==> src/side_ch_pkg.sv <==
// side channel package: widths, limits, trigger codes, output modes and shared structs
package side_ch_pkg;

	localparam int iq_data_width = 16; // one I or Q component
	localparam int iq_pair_width = 2 * iq_data_width;
	localparam int dma_data_width = 64;
	localparam int tsf_width = 64;
	localparam int gpio_status_width = 8; // msb agc lock, low bits gain
	localparam int rssi_width = 11; // signed, half dB steps

	localparam int max_num_dma_symbol = 8192;
	// 65507 byte udp payload / 8 bytes per word
	localparam int max_num_dma_symbol_udp = 8188;
	localparam int dma_count_width = 14;
	localparam int iq_addr_width = 13;
	localparam int num_dma_symbol_reg_addr = 2; // write here kicks an auto transfer

	// trigger codes, gaps are codes not implemented here
	localparam logic [4:0] trig_fcs_any = 5'd0;
	localparam logic [4:0] trig_fcs_ok = 5'd1;
	localparam logic [4:0] trig_fcs_bad = 5'd2;
	localparam logic [4:0] trig_header_ok = 5'd4;
	localparam logic [4:0] trig_header_bad = 5'd5;
	localparam logic [4:0] trig_long_preamble = 5'd8;
	localparam logic [4:0] trig_short_preamble = 5'd9;
	localparam logic [4:0] trig_rssi_rise = 5'd10;
	localparam logic [4:0] trig_rssi_fall = 5'd11;
	localparam logic [4:0] trig_agc_unlock = 5'd12;
	localparam logic [4:0] trig_agc_lock = 5'd13;
	localparam logic [4:0] trig_gain_rise = 5'd14;
	localparam logic [4:0] trig_gain_fall = 5'd15;
	localparam logic [4:0] trig_phy_tx_done = 5'd17;
	localparam logic [4:0] trig_tx_bb_rise = 5'd18;
	localparam logic [4:0] trig_tx_bb_fall = 5'd19;
	localparam logic [4:0] trig_tx_rf_rise = 5'd20;
	localparam logic [4:0] trig_tx_rf_fall = 5'd21;

	// what the dma port sees
	localparam logic [1:0] mode_loopback = 2'd0;
	localparam logic [1:0] mode_auto_start = 2'd1;
	localparam logic [1:0] mode_ext_start = 2'd2;
	localparam logic [1:0] mode_idle = 2'd3;

	typedef struct packed {
		logic [iq_pair_width-1:0] iq0;
		logic [iq_pair_width-1:0] iq1;
		logic strobe;
	} iq_stream_t;

	typedef struct packed {
		logic fcs_in_strobe;
		logic fcs_ok;
		logic pkt_header_valid_strobe;
		logic pkt_header_valid;
		logic ht_flag;
		logic long_preamble_detected;
		logic short_preamble_detected;
		logic demod_is_ongoing;
	} rx_events_t;

	typedef struct packed {
		logic phy_tx_done;
		logic tx_bb_is_ongoing;
		logic tx_rf_is_ongoing;
	} tx_status_t;

	typedef struct packed {
		logic iq_capture;
		logic dual_iq; // 1: {iq1,iq0}, 0: status + iq0
		logic [1:0] source_sel;
		logic [4:0] trigger_sel;
		logic free_run;
		logic signed [rssi_width-1:0] rssi_th;
		logic [gpio_status_width-2:0] gain_th;
		logic [dma_count_width-1:0] pre_trigger_len;
		logic [dma_count_width-1:0] iq_len;
	} capture_cfg_t;

	typedef struct packed {
		logic [dma_data_width-1:0] data;
		logic valid;
	} dma_word_t;

endpackage

==> src/iq_capture_streamer.sv <==
// iq_capture_streamer: trigger wait, space check, timestamp header and sample window
module iq_capture_streamer import side_ch_pkg::*; (
	input  logic clk,
	input  logic rstn,
	input  capture_cfg_t cfg,
	input  logic trigger,
	input  logic sample_strobe,
	input  logic [iq_addr_width-1:0] wr_addr,
	input  logic [dma_data_width-1:0] rd_data,
	input  logic [tsf_width-1:0] tsf_runtime_val,
	input  logic [dma_count_width-1:0] m_axis_data_count,
	output logic [iq_addr_width-1:0] rd_addr,
	output dma_word_t capture_out
);

	typedef enum logic [1:0] {st_wait, st_prepare, st_header, st_stream} state_t;

	state_t state;
	logic [iq_addr_width-1:0] raddr, raddr_next;
	logic [dma_count_width-1:0] iq_count;
	logic [tsf_width-1:0] tsf_lock;
	logic [dma_data_width-1:0] out_data;
	logic out_valid;
	logic space_ok;
	logic trig_take, hdr_load, smp_load;

	// room for header plus the whole window
	assign space_ok = (int'(max_num_dma_symbol_udp) - int'(m_axis_data_count))
		>= (int'(cfg.iq_len) + 1);

	assign trig_take = cfg.iq_capture && (state == st_wait) && trigger;
	assign hdr_load = cfg.iq_capture && (state == st_prepare) && space_ok;
	assign smp_load = cfg.iq_capture && (state == st_stream) && sample_strobe;

	// ram address looks one step ahead so rd_data always matches raddr
	always_comb begin
		raddr_next = raddr;
		if (trig_take) begin
			raddr_next = wr_addr - cfg.pre_trigger_len[iq_addr_width-1:0];
		end else if (smp_load) begin
			raddr_next = raddr + 1'b1;
		end
	end

	assign rd_addr = raddr_next;

	always_ff @(posedge clk) begin
		if (!rstn) begin
			state <= st_wait;
			raddr <= '0;
			iq_count <= '0;
			out_valid <= 1'b0;
		end else begin
			raddr <= raddr_next;
			out_valid <= hdr_load | smp_load;
			if (cfg.iq_capture) begin
				case (state)
					st_wait: begin
						iq_count <= '0;
						if (trigger)
							state <= st_prepare;
					end
					st_prepare: state <= space_ok ? st_header : st_wait;
					st_header: state <= (cfg.iq_len == '0) ? st_wait : st_stream; // header on port now
					st_stream: begin
						if (sample_strobe) begin
							iq_count <= iq_count + 1'b1;
							if (iq_count + 1'b1 >= cfg.iq_len)
								state <= st_wait; // window done
						end
					end
				endcase
			end
		end
	end

	always_ff @(posedge clk) begin
		if (trig_take)
			tsf_lock <= tsf_runtime_val;
		if (hdr_load)
			out_data <= tsf_lock;
		else if (smp_load)
			out_data <= rd_data;
	end

	assign capture_out.data = out_data;
	assign capture_out.valid = out_valid;

endmodule

==> config.mk <==
export PLATFORM = sky130hd
export DESIGN_NAME = iq_capture_streamer
export DESIGN_NICKNAME = d
export VERILOG_FILES = /design/src/side_ch_pkg.sv /design/src/iq_capture_streamer.sv
export SDC_FILE = /design/constraint.sdc
export NUM_CORES = 1
export LEC_CHECK = 0
export BUFFER_PORTS_ARGS = -buffer_cell sky130_fd_sc_hd__buf_2
export CAP_MARGIN = 15
export CORE_ASPECT_RATIO = 0.9
export CORE_MARGIN = 2
export CORE_UTILIZATION = 50
export CTS_BUF_LIST = sky130_fd_sc_hd__clkbuf_8 sky130_fd_sc_hd__clkbuf_16
export DETAILED_ROUTE_END_ITERATION = 16
export PLACE_DENSITY = 0.8
export SLEW_MARGIN = 30
export SYNTH_ARGS = -nofsm -noshare
export SYNTH_HDL_FRONTEND = slang
export SYNTH_SLANG_ARGS = --single-unit
==> constraint.sdc <==
create_clock -name clk -period 5.8 [get_ports clk]
set_input_delay 0.29 -clock clk [delete_from_list [all_inputs] [get_ports clk]]
set_output_delay 0.29 -clock clk [all_outputs]
set_load 0.05 [all_outputs]
==> metrics.md, run 1 <==
| Metric | Value |
|---|---|
| Status | `complete, no violations` |
| Pin slew with the least headroom to its limit | `841.9 ps` |
| Clk_lat worst skew | `420 ps` |
| Seq/Total Area, Yosys | `54.23%` |
| Largest net degree at the start of global routing | `66` |
| Final hold viol count | `0` |
| Slew Limit Fails | `0` |
| DP HPWL | `between 10 and 15 mm` |
| Core box area | `0.01608 mm2` |
| Yosys cell types | `64` |
| I/O pins | `roughly 290` |
| Top-area cell type share of the netlist area | `46.90%` |
| Syn nets | `around 920` |
| CTS root buf | `clkbuf_16` |
| Routed vias | `6059` |
| Total of warnings raised by yosys | `0` |
| DRC | `0` |
| Worst Setup End Kind | `flip-flop` |
| Post-Synth Simple-Gate Area | `10.96%` |
| Ranking of synthesized cells by area | `edfxtp_1 47%, dfxtp_1 7.3%, mux2_4 7.0%, ha_1 6.9%, mux2_1 3.6%` |
| Final setup skew | `10.53 ps` |
| CTS tree | `done` |
| Avg Cell Area, Syn | `12.40 um2` |
| CTS buffer count | `17` |
| Worst rel slew slack | `43.87%` |
| Starting DRC count in detailed routing | `262` |
| Synthesized area | `0.008195 mm2` |
| Fin nets | `roughly 1200` |
| R2R depth | `12` |
| Post-synth ARST share | `0%` |
| Compound-Gate Fraction of Synth Area | `8.382%` |
| CP arrival | `3790 ps` |
| Top cell type by total area after synthesis | `edfxtp_1` |
| FMAX | `0.2667 GHz` |
| Leakage power total | `0.004495 uW` |
| Post-CTS sizing | `0` |
| Hold_buf cts | `0` |
| First-pass GRT wire length | `29.81 mm` |
| Worst vdd ir | `0.1983 mV` |
| Port Buf Inserts | `264` |
| Number of setup buffers added after CTS | `0` |
| WL per Instance | `16.53 um` |
| Initial Util | `50.98%` |
| Initial antenna violation count | `5` |
| Pwr/cell area | `269.4 mW/mm2` |
| Clk pin slew, worst setup/hold paths | `70 ps` |
| Post-Place Cells | `roughly 1100` |
| Post-synth EDFFs | `128` |
| Max Cap Viol | `0` |
| Largest family of logic cells by synthesized area | `simple AND/OR/NAND/NOR gates` |
| Gpl congestion | `roughly 0.86` |
| Post-Route WL | `approximately 19 mm` |
| GR Util All Layers | `21.87%` |
| Vias per inst | `5.269` |
| # setup viols final | `0` |
| FP Rows | `44` |
| Worst Setup EP | `out_data[23]` |
| Setup TNS | `0 ps` |
| Flop-to-flop setup slack | `2730 ps` |
| Final ANT Viol Nets | `0` |
| Final Non-Filler Cells | `~1200` |
| Crit. Startpoint | `m_axis_data_count[0]` |
| Reg2reg start | `iq_count[2]` |
| Clock Sinks | `158` |
| RSZ-0062 raised after global routing | `no` |
| Post-synthesis register bit count | `158` |
| Vias in the first global route | `5923` |
| Req. time, crit path | `5840 ps` |
| Fin util | `63.89%` |
| Post-route clock period utilization | `64.65%` |
| Worst setup path class | `input pin to flip-flop` |
| Clk buf depth | `2` |
| Crit path launch type | `input pin` |
| First drt pass iteration count | `5` |
| Die ar. | `0.01743 mm2` |
| Die Wd | `139.0 um` |
| Xor and xnor fraction of the mapped netlist area | `5.557%` |
| Mux share of post-synthesis cell area | `10.66%` |
| Synth Area in Adders | `7.115%` |
| Hold Path Class | `input pin to flip-flop` |
| Synth Flop Type | `edfxtp_1` |
| Critical R2R Capture | `state[0]` |
| Fraction of layout cells with a size suffix above 1 | `36.56%` |
| Post-layout minimum cycle time | `3750 ps` |
| Mapped Cells | `~660` |
| Crit path max fanout | `64` |
| Grt total ovfl | `0` |
| Area delta synth->final | `25.31%` |
| Die Ht | `125.5 um` |
| H-Tree Depth | `4` |
==> layer usage <==
layer  vias to the layer above  share of wire [%]  wire (um)  GRT usage [%]
met1                      2826                 40       7668          25.41
li1                       2987                  -          -              -
met3                        29                7.2       1360          6.434
met2                       213                 51       9608          38.57
met4                         4                1.8        342          7.903
met5                         -               0.14         27              0
==> registers in the layout (all words and copies together), names as in the netlist <==
| register | cells |
|---|---|
| out_data | 64 |
| tsf_lock | 64 |
| iq_count | 14 |
| raddr | 13 |
| state | 2 |
| out_valid | 1 |
==> worst max-delay path: stages <==
cell and delay [ps]:
buf_2 100, inv_1 60, ha_1 210, nand3b_1 210, or2_2 350, nor2_1 130
xnor2_1 80, ha_1 300, nand4_1 110, or4_1 560, o22ai_2 180, o211ai_4 90
buf_4 300, nand2_2 100, buf_4 640
==> metrics by stage <==
stage                     total power, uW  hold WS [ps]  setup WS (ps)  area [um2]
after floorplan                      1593         388.9           1258        8195
after global placement               1718         466.4           1659        9699
after detailed placement             1732         468.3           1602        9703
after CTS                            2789         24.36           2044       10260
after global routing                 2875         19.36           1739       10270
final                                2766         45.63           2050       10270
==> report_power, final <==
group          switching, uW  internal (uW)  total (uW)
clock network            461            597        1060
registers               20.5           1280        1300
logic                    247            162         408
==> how the worst min path moves through the flow <==
stage                             start           end  slack [ps]  depth (start not counted)
floorplan            tsf_runtime_val[0]   tsf_lock[0]         390                          0
global placement    tsf_runtime_val[52]  tsf_lock[52]         470                          1
detailed placement  tsf_runtime_val[21]  tsf_lock[21]         470                          1
CTS                 tsf_runtime_val[54]  tsf_lock[54]          20                          1
global route        tsf_runtime_val[54]  tsf_lock[54]          20                          1
finish              tsf_runtime_val[47]  tsf_lock[47]          50                          1
==> logic make-up (layout without fill, tap and decap cells) <==
kind of cell | count (synthesis) | in the layout
buffers and inverters | 56 | 336
other | 0 | 2
and+or+nand+nor | 181 | 181
xor gates and xnor gates | 52 | 52
adders and majority gates | 46 | 46
AOI/OAI and AO/OA | 103 | 103
muxes | 65 | 65
DFF | 158 | 158
==> layout by cell type (no fill, tap or decap), drive strengths merged, types with 17 or more instances in the layout <==
cell,n
buf,268
edfxtp,128
mux2,64
nand2,51
ha,45
nor2,43
inv,43
xnor2,33
dfxtp,30
a21oi,26
o21ai,20
xor2,19
nand3,18
clkbuf,17
==> final cells by class <==
cell class                 count  area [um2]
fill                        1273        5806
multi-input combinational    447        3512
tap                          207       259.0
timing repair buffer         268        1351
clock inverter                15       136.4
inverter                      36       136.4
antenna                        2       5.005
sequential                   158        4444
clock buffer                  17       425.4
==> synth_stat cells (3+ instances only) <==
master,number
nand4_1,12
xnor2_1,33
xor2_1,19
or3_1,4
nor2_1,43
mux2_1,26
clkbuf_1,8
a21oi_1,26
o21ai_1,7
a22oi_1,4
nand3_1,18
o21bai_1,3
inv_1,35
and3_1,9
o21ai_0,13
a31oi_1,5
ha_1,45
buf_2,5
dfxtp_1,30
nor3_1,7
nand2_1,51
buf_6,4
nand2b_1,7
edfxtp_1,128
and2_1,6
a211oi_1,7
a21o_1,5
nor4_1,6
nand3b_1,3
o21a_1,9
mux2_4,38
(Power assumes the default switching activity.)
==> run 2: changes to the inputs <==
clock period = 3.75 ns   (was 5.8 ns; I/O delays follow)
==> run 2 against run 1 <==
Flip-flop and latch count is the same; setup slack lost 1400 ps; hold slack gained 13 ps; critical endpoint is now out_data[11]; largest power group unchanged.
==> metrics.md, run 2 (same netlist as run 1, synthesis figures left out) <==
| Metric | Value |
|---|---|
| Routed vias | `6323 (+4.4%)` |
| Gr busiest metal | `met2` |
| # setup viols final | `0 (unchanged)` |
| Biggest regs | `out_data: 64 flops, tsf_lock: 64 flops, iq_count: 14 flops` |
| Critical R2R Capture | `state[0]` |
| Grt total ovfl | `0 (unchanged)` |
| CP Cell Sequence | `buf_2 > inv_1 > ha_1 > nand3b_1 > or2_2 > nor2_1 > xnor2_1 > ha_1 > nand4_1 > or4_1 > o22ai_2 > o211ai_4 > buf_4 > mux2_1` |
| Fraction of layout cells with a size suffix above 1 | `34.92% (-1.6 points)` |
| Die Ht | `125.5 um (unchanged)` |
| Die Wd | `139.0 um (unchanged)` |
| Critical path depth | `14 (-1)` |
| DP Area | `0.009791 mm2 (+0.90%)` |
| CTS buffer count | `17 (unchanged)` |
| Core box area | `0.01608 mm2 (unchanged)` |
| DP HPWL | `14.65 mm (-0.35%)` |
| First-pass GRT wire length | `32.17 mm (+7.9%)` |
| Gpl congestion | `0.8679 (+0.80%)` |
| Crit path max fanout | `18 (-72%)` |
| R2R depth | `12 (unchanged)` |
| Max Cap Viol | `0 (unchanged)` |
| Worst vdd ir | `0.3206 mV (+62%)` |
| Largest net degree at the start of global routing | `65 (-1.5%)` |
| GR Util All Layers | `23.44% (+1.6 points)` |
| # fillers | `1178 (-7.5%)` |
| Final hold viol count | `0 (unchanged)` |
| Fin nets | `1259 (+5.9%)` |
| I/O pins | `293 (unchanged)` |
| Number of setup buffers added after CTS | `0 (unchanged)` |
| Starting DRC count in detailed routing | `281 (+7.3%)` |
| Leakage power total | `0.004807 uW (+7.0%)` |
| Reg2reg start | `iq_count[0]` |
| First drt pass iteration count | `5 (unchanged)` |
| Setup TNS | `0 ps (unchanged)` |
| Final Non-Filler Cells | `1220 (+6.1%)` |
| GR Util met2 | `41.64% (+3.1 points)` |
| FP Rows | `44 (unchanged)` |
| CP max stage delay | `540 ps (-100 ps)` |
| Commonest non-fill, non-tap cell in the layout | `buf_2` |
| CTS root buf | `clkbuf_16` |
| DRC | `0 (unchanged)` |
| Req. time, crit path | `3910 ps (-1930 ps)` |
| Initial Util | `50.98% (unchanged)` |
| Post-CTS sizing | `0 (unchanged)` |
| Pwr/cell area | `399.6 mW/mm2 (+48%)` |
| Clock Sinks | `158 (unchanged)` |
| CP arrival | `3240 ps (-550 ps)` |
| Sw Ratio | `27.95% (+1.6 points)` |
| H-Tree Depth | `4 (unchanged)` |
| Clock power frac | `38.7% (+0.5 points)` |
| Status | `complete, no violations` |
| Hold path endpoint | `out_data[17]` |
| Die ar. | `0.01743 mm2 (unchanged)` |
| Power share of the sequential group | `45.6% (-1.4 points)` |
| Hold Path Cell Cnt | `2 (+1)` |
| Leading cell types in the layout, fill and taps excluded | `264 x buf_2, 128 x edfxtp_1, 64 x dlygate4sd3_1, 50 x nand2_1, 45 x ha_1` |
| Logic pwr share | `15.7% (+0.9 points)` |
| Post-Place Cells | `1122 (+0.54%)` |
| Port Buf Inserts | `264 (unchanged)` |
| Crit path top cell by count | `ha_1` |
| Crit path launch type | `input pin` |
| Met3 usage | `5.056% (-1.4 points)` |
| Pin slew with the least headroom to its limit | `840.4 ps (-1.489 ps)` |
| Hold Path Class | `input pin to flip-flop` |
| Flop-to-flop setup slack | `780 ps (-1950 ps)` |
| CTS tree | `done` |
| Vias in the first global route | `6286 (+6.1%)` |
| Vias per inst | `5.183 (-1.6%)` |
| Worst rel slew slack | `43.97% (+0.099 points)` |
| Clk buf depth | `2 (unchanged)` |
| Post-Route WL | `20.15 mm (+6.0%)` |
| GRT met1 Usage | `28.16% (+2.7 points)` |
| Slew Limit Fails | `0 (unchanged)` |
| Worst hold margin | `58.67 ps (+13.05 ps)` |
| Psw | `1232 uW (+69%)` |
| Slowest CP cell | `or4_1` |
| Final ANT Viol Nets | `0 (unchanged)` |
| Post-route clock period utilization | `82.17%` |
| CP delay by family, top | `simple AND/OR/NAND/NOR gates` |
| Hold Path Origin | `rd_data[17]` |
| WL per Instance | `16.52 um (about the same)` |
| Initial antenna violation count | `4 (-1)` |
| FMAX | `0.3245 GHz` |
| Post-layout minimum cycle time | `3081 ps` |
| Fin area | `0.01103 mm2 (+7.4%)` |
| Tot Pwr | `4407 uW (+59%)` |
| Clk pin slew, worst setup/hold paths | `70 ps (about the same)` |
| Crit path buf inv count | `3 (-1)` |
| Internal power | `3175 uW (+56%)` |
| Area delta synth->final | `34.55%` |
| Worst setup path class | `input pin to flip-flop` |
| Clk_lat worst skew | `420 ps (about the same)` |
| Final setup skew | `14.11 ps (+3.578 ps)` |
| RSZ-0062 raised after global routing | `no` |
| Hold_buf cts | `64 (+64)` |
| Worst Setup End Kind | `flip-flop` |
-- run 2: changes by cell type in the layout (fill, tap and decap cells not counted), moves of 2 or more --
cell / delta
dlygate4sd3_1: +64
inv_8: +4
buf_12: +3
buf_4: +3
clkinv_8: +2
inv_1: -2
inv_6: -2
-- run 2: how the worst max path moves through the flow --
stage                          from            to
2_1_floorplan  m_axis_data_count[0]   out_data[0]
3_3_place_gp   m_axis_data_count[0]  out_data[11]
3_5_place_dp   m_axis_data_count[0]  out_data[11]
4_1_cts        m_axis_data_count[0]  out_data[11]
5_1_grt        m_axis_data_count[0]  out_data[11]
6_report       m_axis_data_count[0]  out_data[11]
-- run 2: power by group through the flow --
stage / sequential [uW] / combinational, uW / clock, uW
after CTS: 2010 / 693 / 1720
after floorplan: 2080 / 384 / 0
final: 2010 / 693 / 1700
after global placement: 2040 / 619 / 0
after global routing: 2020 / 759 / 1810
after detailed placement: 2050 / 633 / 0
-- run 2: metal layers --
| metal | vias to the layer above | wire length [um] |
|---|---|---|
| met5 | - | 24 |
| met4 | 4 | 479 |
| met2 | 272 | 10210 |
| met3 | 40 | 1335 |
| li1 | 3120 | - |
| met1 | 2887 | 8098 |
-- run 2: stage by stage --
step                      setup WS, ps  util (%)
after floorplan                  282.2         -
after global placement           309.2     60.88
after detailed placement         248.7     60.90
after CTS                        675.1     68.56
after global routing             426.6     68.59
final                            668.5     68.59
-- run 2: layout make-up --
| type | count | area, um2 | area share, % |
|---|---|---|---|
| diodes | 2 | 5.005 | 0.04539 |
| repair buffers | 338 | 2074 | 18.81 |
| well taps | 207 | 259.0 | 2.349 |
| inverters | 36 | 136.4 | 1.237 |
| multi-input cells | 447 | 3517 | 31.90 |
| clock buffers | 17 | 425.4 | 3.858 |
| clock inverters | 15 | 165.2 | 1.498 |
| flip-flops and latches | 158 | 4444 | 40.30 |
==> run 3: changes to the inputs <==
ABC_AREA = 1   (was not set)
CORE_UTILIZATION = 46   (was 50)
PLACE_DENSITY = 0.77   (was 0.8)
clock period = 2.6 ns   (was 3.75 ns; I/O delays follow)
==> run 3 against run 2 <==
Hold slack worse by 55 ps; critical path depth up 4; setup slack worse by 620 ps; design area up 14%; flip-flop and latch count unchanged; final cell count up 31%; largest cell class unchanged.
==> metrics.md, run 3 <==
| Metric | Value |
|---|---|
| Status | `complete, no violations` |
| CP arrival | `2850 ps (-390 ps)` |
| Grt total ovfl | `0 (unchanged)` |
| FP Rows | `46 (+4.5%)` |
| Port Buf Inserts | `264 (unchanged)` |
| Yosys cell types | `39 (-39%)` |
| First drt pass iteration count | `5 (unchanged)` |
| Worst rel slew slack | `47.78% (+3.8 points)` |
| GR Util All Layers | `26.98% (+3.5 points)` |
| Top-area cell type share of the netlist area | `45.79% (-1.1 points)` |
| Slew Limit Fails | `0 (unchanged)` |
| Synthesized area | `0.008394 mm2 (+2.4%)` |
| Crit path launch type | `flip-flop` |
| Vias per inst | `5.214 (+0.61%)` |
| Pin slew with the least headroom to its limit | `783.4 ps (-57.08 ps)` |
| Fin nets | `1603 (+27%)` |
| Die ar. | `0.01935 mm2 (+11%)` |
| Tot Pwr | `6583 uW (+49%)` |
| Leading cell types in the layout, fill and taps excluded | `262 x buf_2, 243 x nand2_1, 128 x edfxtp_1, 124 x dlygate4sd3_1, 96 x inv_1` |
| Core box area | `0.01773 mm2 (+10%)` |
| DRC | `0 (unchanged)` |
| Hold Path Class | `input pin to flip-flop` |
| Worst vdd ir | `0.3754 mV (+17%)` |
| Post-route clock period utilization | `98.08%` |
| CTS buffer count | `17 (unchanged)` |
| Leakage power total | `0.005819 uW (+21%)` |
| Post-synth EDFFs | `128 (unchanged)` |
| Biggest regs | `out_data: 64 flops, tsf_lock: 64 flops, iq_count: 14 flops` |
| CTS root buf | `clkbuf_16` |
| WL per Instance | `17.00 um (+2.9%)` |
| Worst Setup End Kind | `flip-flop` |
| Gpl congestion | `0.9118 (+5.1%)` |
| Final ANT Viol Nets | `0 (unchanged)` |
| CTS tree | `done` |
| Mux share of post-synthesis cell area | `0% (-11 points)` |
| Starting DRC count in detailed routing | `633 (+130%)` |
| Most numerous cell in the Yosys netlist | `nand2_1` |
| RSZ-0062 raised after global routing | `yes` |
| Post-synth ARST share | `0% (unchanged)` |
| Flop-to-flop setup slack | `50 ps (-730 ps)` |
| Fin util | `71.07% (+2.5 points)` |
| Xor and xnor fraction of the mapped netlist area | `4.695% (-0.86 points)` |
| Commonest non-fill, non-tap cell in the layout | `buf_2` |
| Crit path max fanout | `3 (-15)` |
| Post-synthesis register bit count | `158 (unchanged)` |
| Clock Sinks | `158 (unchanged)` |
| PnR worst setup slack | `49.85 ps (-618.7 ps)` |
| Req. time, crit path | `2900 ps (-1010 ps)` |
| Post-layout minimum cycle time | `2550 ps` |
| Pre-CTS WS | `-432.1 ps (-680.9 ps)` |
| DP Area | `0.01040 mm2 (+6.2%)` |
| Vias in the first global route | `8202 (+30%)` |
| Clk pin slew, worst setup/hold paths | `60 ps (about the same)` |
| Mapped Cells | `902 (+36%)` |
| Die Wd | `146.4 um (+5.4%)` |
| Post-Route WL | `27.20 mm (+35%)` |
| Total of warnings raised by yosys | `0 (unchanged)` |
| Final setup skew | `9.119 ps (-4.991 ps)` |
| Worst setup path class | `flip-flop to flip-flop` |
| Fraction of layout cells with a size suffix above 1 | `30.28% (-4.6 points)` |
| Ranking of synthesized cells by area | `edfxtp_1 46%, nand2_1 11%, dfxtp_1 7.2%, ha_1 6.7%, nand4_1 5.6%` |
| H-Tree Depth | `4 (unchanged)` |
| Commonest cells post-synth | `249 x nand2_1, 128 x edfxtp_1, 101 x inv_1` |
| Synth Area in Adders | `6.946% (-0.17 points)` |
| Final hold viol count | `0 (unchanged)` |
| First-pass GRT wire length | `41.26 mm (+28%)` |
| Compound-Gate Fraction of Synth Area | `5.962% (-2.4 points)` |
| Max Cap Viol | `0 (unchanged)` |
| Clk buf depth | `2 (unchanged)` |
| Synth Flop Type | `edfxtp_1` |
| Avg Cell Area, Syn | `9.306 um2 (-25%)` |
| Pwr/cell area | `522.6 mW/mm2 (+31%)` |
| Largest net degree at the start of global routing | `66 (+1.5%)` |
| Area delta synth->final | `50.08%` |
| Fin area | `0.01260 mm2 (+14%)` |
| Initial antenna violation count | `5 (+1)` |
| Die Ht | `132.2 um (+5.3%)` |
| Largest family of logic cells by synthesized area | `simple AND/OR/NAND/NOR gates` |
| Post-Synth Simple-Gate Area | `22.72% (+12 points)` |
| Seq/Total Area, Yosys | `52.94% (-1.3 points)` |
| FMAX | `0.3921 GHz` |
| # setup viols final | `0 (unchanged)` |
| I/O pins | `293 (unchanged)` |
| Routed vias | `8343 (+32%)` |
| Clk_lat worst skew | `420 ps (about the same)` |
| Initial Util | `47.35% (-3.6 points)` |
| Top cell type by total area after synthesis | `edfxtp_1` |
| DP HPWL | `16.86 mm (+15%)` |
| Syn nets | `1163 (+26%)` |
[run 3: cell count changes in the layout (fill, tap and decap cells not counted), moves of 22 or more]
cell	delta
mux2_1	-26
mux2_4	-38
dlygate4sd3_1	+60
nand2_1	+193
inv_1	+61
a21oi_1	+28
buf_4	+47
xnor2_1	-22
nand4_1	+63
[run 3: logic make-up after synthesis]
group,count (synthesis)
simple gates,424
fa+ha+maj,46
buf+inv,137
flops,158
xor+xnor,45
compound gates,92
[run 3: worst max-delay path, stage by stage, from the launching register on]
cell and delay, ps:
dfxtp_2 360, ha_4 160, nand2_4 60, nor2_4 110, nand4_1 150, nor2_2 210
nand3_2 110, xnor2_2 160, ha_1 310, nand2_2 90, inv_2 40, o21ai_1 70
nand2_1 70, a21oi_1 130, nand4_1 130, nand2_2 120, nand2_1 70, nand2_1 50
a21oi_1 30
[run 3: layout make-up]
class | instances | area [um2]
Fill cell | 1221 | 5129
Sequential cell | 158 | 4448
Multi-Input combinational cell | 608 | 3591
Timing Repair Buffer | 456 | 3277
Clock buffer | 17 | 425.4
Inverter | 101 | 397.9
Tap cell | 240 | 300.3
Clock inverter | 14 | 143.9
Antenna cell | 6 | 15.01
[run 3: stage by stage]
stage	hold WS (ps)	TNS, ps	instances
floorplan	228.9	-2065	902
global placement	306.8	-42830	1424
detailed placement	308.1	-50700	1424
CTS	0.4443	0	1579
global route	-2.378	-6030	1599
finish	3.804	0	1600
[run 3: routing by layer]
layer	track usage (%)	wire, um	up-vias
li1	-	-	3978
met1	31.08	10380	3875
met4	12.84	1059	0
met2	47.85	13840	405
met5	0	0	-
met3	5.917	1923	85
[run 3: power by group]
group	internal (uW)	switching [uW]	total [uW]
combinational	509	761	1270
clock	1350	1070	2420
sequential	2850	42.8	2890
[run 3: timing repair]
action,CTS,global route
setup endpoints to repair,2,135
gates resized for setup,1,39
buffers inserted,0,9
hold endpoints to repair,124,0
pin swaps,0,19
hold buffers,124,0
cloned,0,6
[run 3: worst paths after layout]
path         cells past startpoint         start      endpoint
max reg2reg                     18   iq_count[1]      state[1]
min                              3    rd_data[0]   out_data[0]
min reg2reg                      2  iq_count[11]  iq_count[11]
max                             18   iq_count[1]      state[1]
